### config.mk
export PLATFORM = sky130hd
export DESIGN_NAME = rx_mac_top
export DESIGN_NICKNAME = d
export VERILOG_FILES = /design/src/rtl/rx_mac_pkg.sv /design/src/rtl/rx_byte_fifo.sv /design/src/rtl/rx_frame_writer.sv /design/src/rtl/rx_mac_top.sv /design/src/rtl/rx_slot_ctrl.sv
export SDC_FILE = /design/constraint.sdc
export NUM_CORES = 1
export LEC_CHECK = 0
export ABC_AREA = 1
export CAP_MARGIN = 5
export CORE_MARGIN = 1
export CORE_UTILIZATION = 43
export CTS_CLUSTER_SIZE = 16
export DETAILED_ROUTE_END_ITERATION = 10
export DONT_BUFFER_PORTS = 1
export SYNTH_ARGS = -nofsm -noshare
export SYNTH_HDL_FRONTEND = slang
export SYNTH_SLANG_ARGS = --single-unit
### constraint.sdc
create_clock -name sys_clk -period 3.5 [get_ports sys_clk]
set_input_delay 0 -clock sys_clk [delete_from_list [all_inputs] [get_ports sys_clk]]
set_output_delay 0 -clock sys_clk [all_outputs]
set_load 0.02 [all_outputs]
### src/rtl/rx_mac_pkg.sv
// --------------------------------------------------
// Receive MAC shared types
// Queue entry, bus request and default sizes
// --------------------------------------------------

`default_nettype none

package rx_mac_pkg;

	// --------------------------------------------------
	// Sizes
	// --------------------------------------------------

	// Largest frame stored, in bytes
	localparam int MTU_DEFAULT = 1500;

	// Entries in the byte queue
	localparam int FIFO_DEPTH_DEFAULT = 16;

	// Width of the byte count, wide enough for the MTU
	localparam int LEN_W = 11;

	// --------------------------------------------------
	// Queue entry
	// --------------------------------------------------

	// With eof set, data[0] flags a bad frame and the other bits are zero
	typedef struct packed {
		logic       eof;
		logic [7:0] data;
	} rx_byte_t;

	// --------------------------------------------------
	// Bus request
	// --------------------------------------------------

	// Byte address, always word aligned
	typedef struct packed {
		logic [31:0] adr;
		logic [31:0] dat;
	} wb_req_t;

endpackage

`default_nettype wire

### src/rtl/rx_byte_fifo.sv
// --------------------------------------------------
// Receive byte queue
// Pairs PHY nibbles into bytes, queues them with eof
// --------------------------------------------------

`default_nettype none

module rx_byte_fifo #(
	parameter int FIFO_DEPTH = rx_mac_pkg::FIFO_DEPTH_DEFAULT
) (
	input  wire                   sys_clk,
	input  wire                   sys_rst,
	input  wire                   phy_dv_i,
	input  wire [3:0]             phy_rx_data_i,
	input  wire                   phy_rx_er_i,
	input  wire                   ack_i,
	output rx_mac_pkg::rx_byte_t  head_o,
	output logic                  empty_o,
	output logic                  fifo_full_o
);
	import rx_mac_pkg::*;

	localparam int PTR_W = $clog2(FIFO_DEPTH);
	localparam int CNT_W = $clog2(FIFO_DEPTH + 1);

	rx_byte_t mem [FIFO_DEPTH];
	logic [PTR_W-1:0] wr_ptr;
	logic [PTR_W-1:0] rd_ptr;
	logic [CNT_W-1:0] count;

	logic dv_q;
	logic have_low;
	logic [3:0] low_nib;
	logic byte_stb;
	logic [7:0] byte_data;
	logic eof_stb;
	logic eof_bad;
	logic err_seen;
	logic drop_seen;
	logic wrote_byte;
	logic room;
	logic byte_wr;
	logic drop_now;
	logic wr_en;
	rx_byte_t wr_entry;

	// Two free entries needed for a byte, so the eof always fits
	assign room = count <= CNT_W'(FIFO_DEPTH - 2);
	assign fifo_full_o = ~room;
	assign byte_wr = byte_stb & room;
	assign drop_now = byte_stb & ~room;
	assign wr_en = byte_wr | eof_stb;

	// --------------------------------------------------
	// Nibble assembly and frame status
	// --------------------------------------------------
	always_ff @(posedge sys_clk) begin
		if (sys_rst) begin
			dv_q <= 1'b0;
			have_low <= 1'b0;
			byte_stb <= 1'b0;
			eof_stb <= 1'b0;
			err_seen <= 1'b0;
			drop_seen <= 1'b0;
			wrote_byte <= 1'b0;
		end else begin
			dv_q <= phy_dv_i;
			byte_stb <= 1'b0;
			eof_stb <= 1'b0;
			if (drop_now)
				drop_seen <= 1'b1;
			if (byte_wr)
				wrote_byte <= 1'b1;
			if (phy_dv_i) begin
				if (phy_rx_er_i)
					err_seen <= 1'b1;
				byte_stb <= have_low;
				have_low <= ~have_low;
			end else if (dv_q) begin
				// Frames that queued no byte leave no eof behind
				eof_stb <= wrote_byte | byte_wr;
				have_low <= 1'b0;
				err_seen <= 1'b0;
				drop_seen <= 1'b0;
				wrote_byte <= 1'b0;
			end
		end
	end

	always_ff @(posedge sys_clk) begin
		if (phy_dv_i && !have_low)
			low_nib <= phy_rx_data_i;
		if (phy_dv_i && have_low)
			byte_data <= {phy_rx_data_i, low_nib};
		// A drop in this very cycle still belongs to the ending frame
		if (!phy_dv_i && dv_q)
			eof_bad <= err_seen | drop_seen | drop_now | have_low;
	end

	// --------------------------------------------------
	// Circular buffer
	// --------------------------------------------------
	always_comb begin
		wr_entry.eof = eof_stb;
		wr_entry.data = eof_stb ? {7'd0, eof_bad} : byte_data;
	end

	always_ff @(posedge sys_clk) begin
		if (wr_en)
			mem[wr_ptr] <= wr_entry;
	end

	always_ff @(posedge sys_clk) begin
		if (sys_rst) begin
			wr_ptr <= '0;
			rd_ptr <= '0;
			count <= '0;
		end else begin
			if (wr_en)
				wr_ptr <= (wr_ptr == PTR_W'(FIFO_DEPTH - 1)) ? '0 : wr_ptr + 1'b1;
			if (ack_i)
				rd_ptr <= (rd_ptr == PTR_W'(FIFO_DEPTH - 1)) ? '0 : rd_ptr + 1'b1;
			if (wr_en && !ack_i)
				count <= count + 1'b1;
			else if (!wr_en && ack_i)
				count <= count - 1'b1;
		end
	end

	assign head_o = mem[rd_ptr];
	assign empty_o = count == '0;

	// Writer must never pop an empty queue
	a_no_pop_empty: assert property (@(posedge sys_clk) disable iff (sys_rst)
		ack_i |-> !empty_o);

	// Room reserved for the eof keeps every write in bounds
	a_no_overflow: assert property (@(posedge sys_clk) disable iff (sys_rst)
		wr_en |-> count < CNT_W'(FIFO_DEPTH));

endmodule

`default_nettype wire

### src/rtl/rx_frame_writer.sv
// --------------------------------------------------
// Receive frame writer
// Packs queued bytes into words and writes them out
// --------------------------------------------------

`default_nettype none

module rx_frame_writer #(
	parameter int MTU = rx_mac_pkg::MTU_DEFAULT
) (
	input  wire                   sys_clk,
	input  wire                   sys_rst,
	input  wire rx_mac_pkg::rx_byte_t head_i,
	input  wire                   empty_i,
	output logic                  ack_o,
	input  wire                   slot_valid_i,
	input  wire [29:0]            slot_adr_i,
	output rx_mac_pkg::wb_req_t   wb_req_o,
	output logic                  wb_stb_o,
	input  wire                   wb_ack_i,
	output logic                  count_reset_o,
	output logic                  count_incr_o,
	output logic                  frame_end_o
);
	import rx_mac_pkg::*;

	typedef enum logic [2:0] {
		IDLE     = 3'd0,
		LOADBYTE = 3'd1,
		WBSTROBE = 3'd2,
		SENDLAST = 3'd3,
		NOMORE   = 3'd4
	} state_t;

	state_t state;
	state_t next_state;

	logic in_frame;
	logic start_of_frame;
	logic end_of_frame;
	logic load_en;
	logic next_adr;
	logic [1:0] lane;
	logic [LEN_W-1:0] place;
	logic [29:0] word_adr;
	logic [31:0] wb_dat;
	logic full_word;
	logic empty_word;
	logic still_place;

	assign full_word = &lane;
	assign empty_word = lane == 2'd0;
	assign still_place = place != '0;
	assign count_incr_o = load_en;
	assign wb_req_o = '{adr: {word_adr, 2'b00}, dat: wb_dat};

	// --------------------------------------------------
	// Frame tracking, lane and remaining place
	// --------------------------------------------------
	always_ff @(posedge sys_clk) begin
		if (sys_rst) begin
			state <= IDLE;
			in_frame <= 1'b0;
			lane <= 2'd0;
			place <= LEN_W'(MTU);
		end else begin
			state <= next_state;
			if (start_of_frame)
				in_frame <= 1'b1;
			else if (end_of_frame)
				in_frame <= 1'b0;
			if (start_of_frame) begin
				lane <= 2'd0;
				place <= LEN_W'(MTU);
			end else if (load_en) begin
				lane <= lane + 2'd1;
				place <= place - 1'b1;
			end
		end
	end

	// First byte of each word lands in the top lane
	always_ff @(posedge sys_clk) begin
		if (start_of_frame)
			word_adr <= slot_adr_i;
		else if (next_adr)
			word_adr <= word_adr + 30'd1;
		if (load_en) begin
			case (lane)
				2'd0: wb_dat[31:24] <= head_i.data;
				2'd1: wb_dat[23:16] <= head_i.data;
				2'd2: wb_dat[15:8] <= head_i.data;
				default: wb_dat[7:0] <= head_i.data;
			endcase
		end
	end

	// --------------------------------------------------
	// FSM
	// --------------------------------------------------
	always_comb begin
		next_state = state;
		ack_o = 1'b0;
		count_reset_o = 1'b0;
		frame_end_o = 1'b0;
		start_of_frame = 1'b0;
		end_of_frame = 1'b0;
		load_en = 1'b0;
		wb_stb_o = 1'b0;
		next_adr = 1'b0;
		case (state)
			IDLE: begin
				if (!empty_i && slot_valid_i) begin
					if (head_i.eof) begin
						ack_o = 1'b1;
						// Stray eof outside a frame is simply dropped
						if (in_frame) begin
							end_of_frame = 1'b1;
							if (head_i.data[0])
								count_reset_o = 1'b1;
							else if (empty_word)
								frame_end_o = 1'b1;
							else
								next_state = SENDLAST;
						end
					end else if (!in_frame) begin
						start_of_frame = 1'b1;
						next_state = LOADBYTE;
					end else if (still_place) begin
						next_state = LOADBYTE;
					end else begin
						// One byte past the MTU, discard the rest
						next_state = NOMORE;
					end
				end
			end
			LOADBYTE: begin
				load_en = 1'b1;
				ack_o = 1'b1;
				next_state = full_word ? WBSTROBE : IDLE;
			end
			WBSTROBE: begin
				wb_stb_o = 1'b1;
				if (wb_ack_i) begin
					next_adr = 1'b1;
					next_state = IDLE;
				end
			end
			SENDLAST: begin
				wb_stb_o = 1'b1;
				if (wb_ack_i) begin
					frame_end_o = 1'b1;
					next_state = IDLE;
				end
			end
			NOMORE: begin
				if (!empty_i) begin
					ack_o = 1'b1;
					if (head_i.eof) begin
						count_reset_o = 1'b1;
						end_of_frame = 1'b1;
						next_state = IDLE;
					end
				end
			end
			default: next_state = IDLE;
		endcase
	end

	// Request held steady until the bus answers
	a_req_stable: assert property (@(posedge sys_clk) disable iff (sys_rst)
		wb_stb_o && !wb_ack_i |=> wb_stb_o && $stable(wb_req_o));

endmodule

`default_nettype wire

### src/rtl/rx_mac_top.sv
// --------------------------------------------------
// Receive MAC top level
// PHY in, one host slot, Wishbone master out
// --------------------------------------------------

`default_nettype none

module rx_mac_top #(
	parameter int MTU        = rx_mac_pkg::MTU_DEFAULT,
	parameter int FIFO_DEPTH = rx_mac_pkg::FIFO_DEPTH_DEFAULT
) (
	input  wire                          sys_clk,
	input  wire                          sys_rst,
	// PHY receive side
	input  wire                          phy_dv_i,
	input  wire [3:0]                    phy_rx_data_i,
	input  wire                          phy_rx_er_i,
	// Host slot
	input  wire                          slot_arm_i,
	input  wire [29:0]                   slot_adr_i,
	output logic                         slot_done_o,
	output logic [rx_mac_pkg::LEN_W-1:0] slot_len_o,
	// Memory bus
	output rx_mac_pkg::wb_req_t          wb_req_o,
	output logic                         wb_stb_o,
	input  wire                          wb_ack_i,
	output logic                         fifo_full_o
);
	import rx_mac_pkg::*;

	rx_byte_t head;
	logic empty;
	logic ack;
	logic slot_valid;
	logic [29:0] slot_adr;
	logic count_reset;
	logic count_incr;
	logic frame_end;

	rx_byte_fifo #(
		.FIFO_DEPTH(FIFO_DEPTH)
	) u_byte_fifo (
		.sys_clk(sys_clk),
		.sys_rst(sys_rst),
		.phy_dv_i(phy_dv_i),
		.phy_rx_data_i(phy_rx_data_i),
		.phy_rx_er_i(phy_rx_er_i),
		.ack_i(ack),
		.head_o(head),
		.empty_o(empty),
		.fifo_full_o(fifo_full_o)
	);

	rx_frame_writer #(
		.MTU(MTU)
	) u_frame_writer (
		.sys_clk(sys_clk),
		.sys_rst(sys_rst),
		.head_i(head),
		.empty_i(empty),
		.ack_o(ack),
		.slot_valid_i(slot_valid),
		.slot_adr_i(slot_adr),
		.wb_req_o(wb_req_o),
		.wb_stb_o(wb_stb_o),
		.wb_ack_i(wb_ack_i),
		.count_reset_o(count_reset),
		.count_incr_o(count_incr),
		.frame_end_o(frame_end)
	);

	rx_slot_ctrl u_slot_ctrl (
		.sys_clk(sys_clk),
		.sys_rst(sys_rst),
		.slot_arm_i(slot_arm_i),
		.slot_adr_i(slot_adr_i),
		.count_reset_i(count_reset),
		.count_incr_i(count_incr),
		.frame_end_i(frame_end),
		.slot_valid_o(slot_valid),
		.slot_adr_o(slot_adr),
		.slot_done_o(slot_done_o),
		.slot_len_o(slot_len_o)
	);
endmodule

`default_nettype wire

### src/rtl/rx_slot_ctrl.sv
// --------------------------------------------------
// Receive slot control
// Host arms one slot, writer reports its outcome
// --------------------------------------------------

`default_nettype none

module rx_slot_ctrl (
	input  wire                          sys_clk,
	input  wire                          sys_rst,
	input  wire                          slot_arm_i,
	input  wire [29:0]                   slot_adr_i,
	input  wire                          count_reset_i,
	input  wire                          count_incr_i,
	input  wire                          frame_end_i,
	output logic                         slot_valid_o,
	output logic [29:0]                  slot_adr_o,
	output logic                         slot_done_o,
	output logic [rx_mac_pkg::LEN_W-1:0] slot_len_o
);
	import rx_mac_pkg::*;

	logic armed;
	logic done;
	logic [LEN_W-1:0] count;

	// Slot accepts data only while armed and not yet filled
	assign slot_valid_o = armed & ~done;
	assign slot_done_o = done;

	// --------------------------------------------------
	// Arm, done and running byte count
	// --------------------------------------------------
	always_ff @(posedge sys_clk) begin
		if (sys_rst) begin
			armed <= 1'b0;
			done <= 1'b0;
			count <= '0;
		end else if (slot_arm_i) begin
			// Re-arming starts a fresh slot
			armed <= 1'b1;
			done <= 1'b0;
			count <= '0;
		end else begin
			if (count_reset_i)
				count <= '0;
			else if (count_incr_i)
				count <= count + 1'b1;
			if (frame_end_i)
				done <= 1'b1;
		end
	end

	// --------------------------------------------------
	// Slot address and reported length
	// --------------------------------------------------
	always_ff @(posedge sys_clk) begin
		if (slot_arm_i)
			slot_adr_o <= slot_adr_i;
		// Count already holds the last byte when the frame ends
		if (frame_end_i && !slot_arm_i)
			slot_len_o <= count;
	end

endmodule

`default_nettype wire

==> reports/qor.csv <==
metric,value,unit
drt-pass1-iter-count,5,
syn_area_per_cell,11.43,µm²
wire_per_inst,17.81,µm
ff2ff_path_depth,19,
synth_compound_area_share,6.531,%
worst_pin_slew,1.269,ns
ys_types,47,
finalCritPeriodShare,89.67,%
grt_pass1_vias,8247,
drt-total-wl,29030,µm
drt-initial-drc-count,718,
n_antenna_cell,0,
seqPwrFrac,48.0,%
root_buffer,clkbuf_16,
slew_headroom,15.09,%
hold_viol,0,
hp-start,wb_ack_i,
setup-violations-final,0,
cts_tree,done,
crit_type,flip-flop to flip-flop,
swShare,29.39,%
antenna_left,0,
hold_end,u_frame_writer.word_adr[11],
drive_gt1_share,9.758,%
finalSetupTns,0,ns
ys_warn_count,0,
synth_edf_count,260,
synth_top_family_by_area,simple AND/OR/NAND/NOR gates,
reg2reg_to,u_byte_fifo.count[4],
p_clk_share,36.1,%
synth_xor_area_share,2.811,%
yosys.area_share.adder,1.874,%
skew,0.02077,ns
postLayoutSetupSlackWorst,0.3617,ns
grt_max_degree,45,
htreeDepth,2,
async_flop_share,0,%
fmax,318.6,MHz
clk_pin_slew,0.06,ns
syn_area,0.01309,mm²
fillers,2582,
cts_buffers,34,
dieArea,0.03113,mm²
post-route-min-period,3.138,ns
cp-start-kind,flip-flop,
crit_required,3.87,ns
synthToLayoutAreaGrowth,16.03,%
status,completed,
hold-path-cell-count,3,
antenna_found_initial,0,
nets,1274,
p_total,10.38,mW
ctsResizeCount,0,
overflow,0,
p_switching,3.050,mW
peakVddDrop,0.2894,mV
rows,63,
grt_pass1_wl,45240,µm
core-area,0.02980,mm²
cp_max_fo,15,
hold_buffers,41,
cts_sinks,314,
worstSetupEndpointType,flip-flop,
synth_ff_type,edfxtp_1,
ioPinCount,118,
power_density,683.6,mW/mm²
fp.dieW,176.4,µm
io_buffers,0,
worstPathArrival,3.51,ns
synth_common_cells,"260 x edfxtp_1, 211 x nand2_1, 143 x nor2_1",
place_congestion,0.8771,
rsz0062_at_grt,false,
clk_latency,0.52,ns
multiInputGateArea,0.003588,mm²
synth.largest_area_cell,edfxtp_1,
post-cts-setup-buffers,0,
synth_most_common_cell,edfxtp_1,
p_leak,5.544,nW
place_ws,0.4015,ns
finalMaxSlewViolations,0,
gr-usage-all-layers,18.77,%
fin_area,0.01518,mm²
power.internal,7.328,mW
fin_util,50.95,%
yosysSeqAreaShare,67.93,%
cts_buffer_depth,3,
combinationalPowerShare,16.0,%
start_util,43.92,%
r2r_slack,0.36,ns
route.detailed.drc,0,
vias_per_cell,5.191,
dpl.hpwl,18790,µm
synthMuxAreaShare,0.07650,%
die_y,176.4,µm
fin_cells,1630,
ys_ff_latch,314,
hold-worst-slack,0.08877,ns
hold_class,input port to flip-flop,
syn_inst,1145,
synth_top_area_share,59.67,%
synth.area.top_cells,"edfxtp_1 60%, dfxtp_1 8.3%, nand2_1 6.1%, nor2_1 4.1%, o21ai_0 2.7%",
register_area,0.008890,mm²
placedCellCount,1528,
synth-simple-area-share,16.07,%
drv_cap,0,
place_area,0.01358,mm²
num_vias,8462,
==> final cells by class <==
class / instances / share of cell area (%)
multi-input cells: 692 / 23.64
clock inverters: 18 / 1.673
inverters: 100 / 2.472
flip-flops and latches: 314 / 58.55
well taps: 390 / 3.214
clock buffers: 43 / 6.099
repair buffers: 73 / 4.351
==> power groups by stage <==
| stage | combinational [mW] | clock [mW] | sequential, mW |
|---|---|---|---|
| 5_1_grt | 1.89 | 3.95 | 5.02 |
| 6_report | 1.66 | 3.74 | 4.98 |
| 3_5_place_dp | 1.59 | 0 | 5.06 |
| 2_1_floorplan | 1.24 | 0 | 4.94 |
| 3_3_place_gp | 1.57 | 0 | 5.05 |
| 4_1_cts | 1.66 | 3.81 | 4.98 |
==> placed cells by master, fill, tap and decap left out, types with 2 or more instances in the layout <==
cell and count:
edfxtp_1 260, nand2_1 211, nor2_1 143, inv_1 91
o21ai_0 71, nand3_1 59, dfxtp_1 53, dlygate4sd3_1 40
clkbuf_16 35, buf_4 32, xor2_1 28, o221ai_1 23
nor3_1 19, a21oi_1 19, ha_1 18, nor2_2 15
xnor2_1 14, o21ai_1 12, nand4_1 12, inv_2 8
o211ai_1 7, clkinv_1 7, o22ai_1 6, bufinv_16 6
clkbuf_1 6, nor4_1 5, nand3_2 3, nor3_2 3
nand3b_1 3, clkinv_2 3, nand2_2 2, or2_2 2
a211oi_1 2, conb_1 2, clkbuf_8 2
==> logic make-up after synthesis <==
group,Yosys count
and+or+nand+nor,483
DFF,314
AOI/OAI and AO/OA,145
buffers and inverters,140
xor gates and xnor gates,42
adders and majority gates,19
other,1
muxes,1
==> routing by layer <==
layer	track usage, %	routed length (µm)	vias to the layer above
met5	0	0	-
met4	5.244	520	0
met3	4.156	2205	39
met2	30.68	13620	312
met1	25.14	12690	4004
li1	-	-	4107
==> worst max-delay path, cell delays in order, from the launching register on <==
cell	delay, ns
dfxtp_2	0.49
inv_2	0.14
nand2_1	0.09
nand3_1	0.07
nand3_1	0.10
nand3_1	0.12
nand2_2	0.17
nand3_2	0.12
nand2_1	0.16
inv_2	0.08
ha_1	0.23
inv_1	0.14
ha_1	0.28
nand2_1	0.08
nor2_1	0.04
a211oi_1	0.22
o21ai_0	0.11
a21oi_1	0.16
nand2_1	0.06
nor3b_1	0.13
==> flip-flops by register name, indices dropped and copies added, names as in the netlist, 5 cells and up, named ones only <==
name / flops
u_byte_fifo.mem: 144
u_frame_writer.wb_dat: 32
u_frame_writer.word_adr: 30
u_slot_ctrl.slot_adr_o: 30
u_frame_writer.place: 11
u_slot_ctrl.count: 11
u_slot_ctrl.slot_len_o: 11
u_byte_fifo.byte_data: 8
u_byte_fifo.count: 5
==> worst max path at each step <==
stage,endpoint,slack (ns),startpoint
after floorplan,u_byte_fifo.count[4],0.86,flip-flop
after global placement,u_byte_fifo.count[4],0.51,flip-flop
after detailed placement,u_byte_fifo.count[4],0.40,flip-flop
after CTS,u_byte_fifo.count[4],0.34,flip-flop
after global routing,u_byte_fifo.count[4],0.02,flip-flop
final,u_byte_fifo.count[4],0.36,flip-flop
Note: power is estimated with default switching activity, not from simulation.
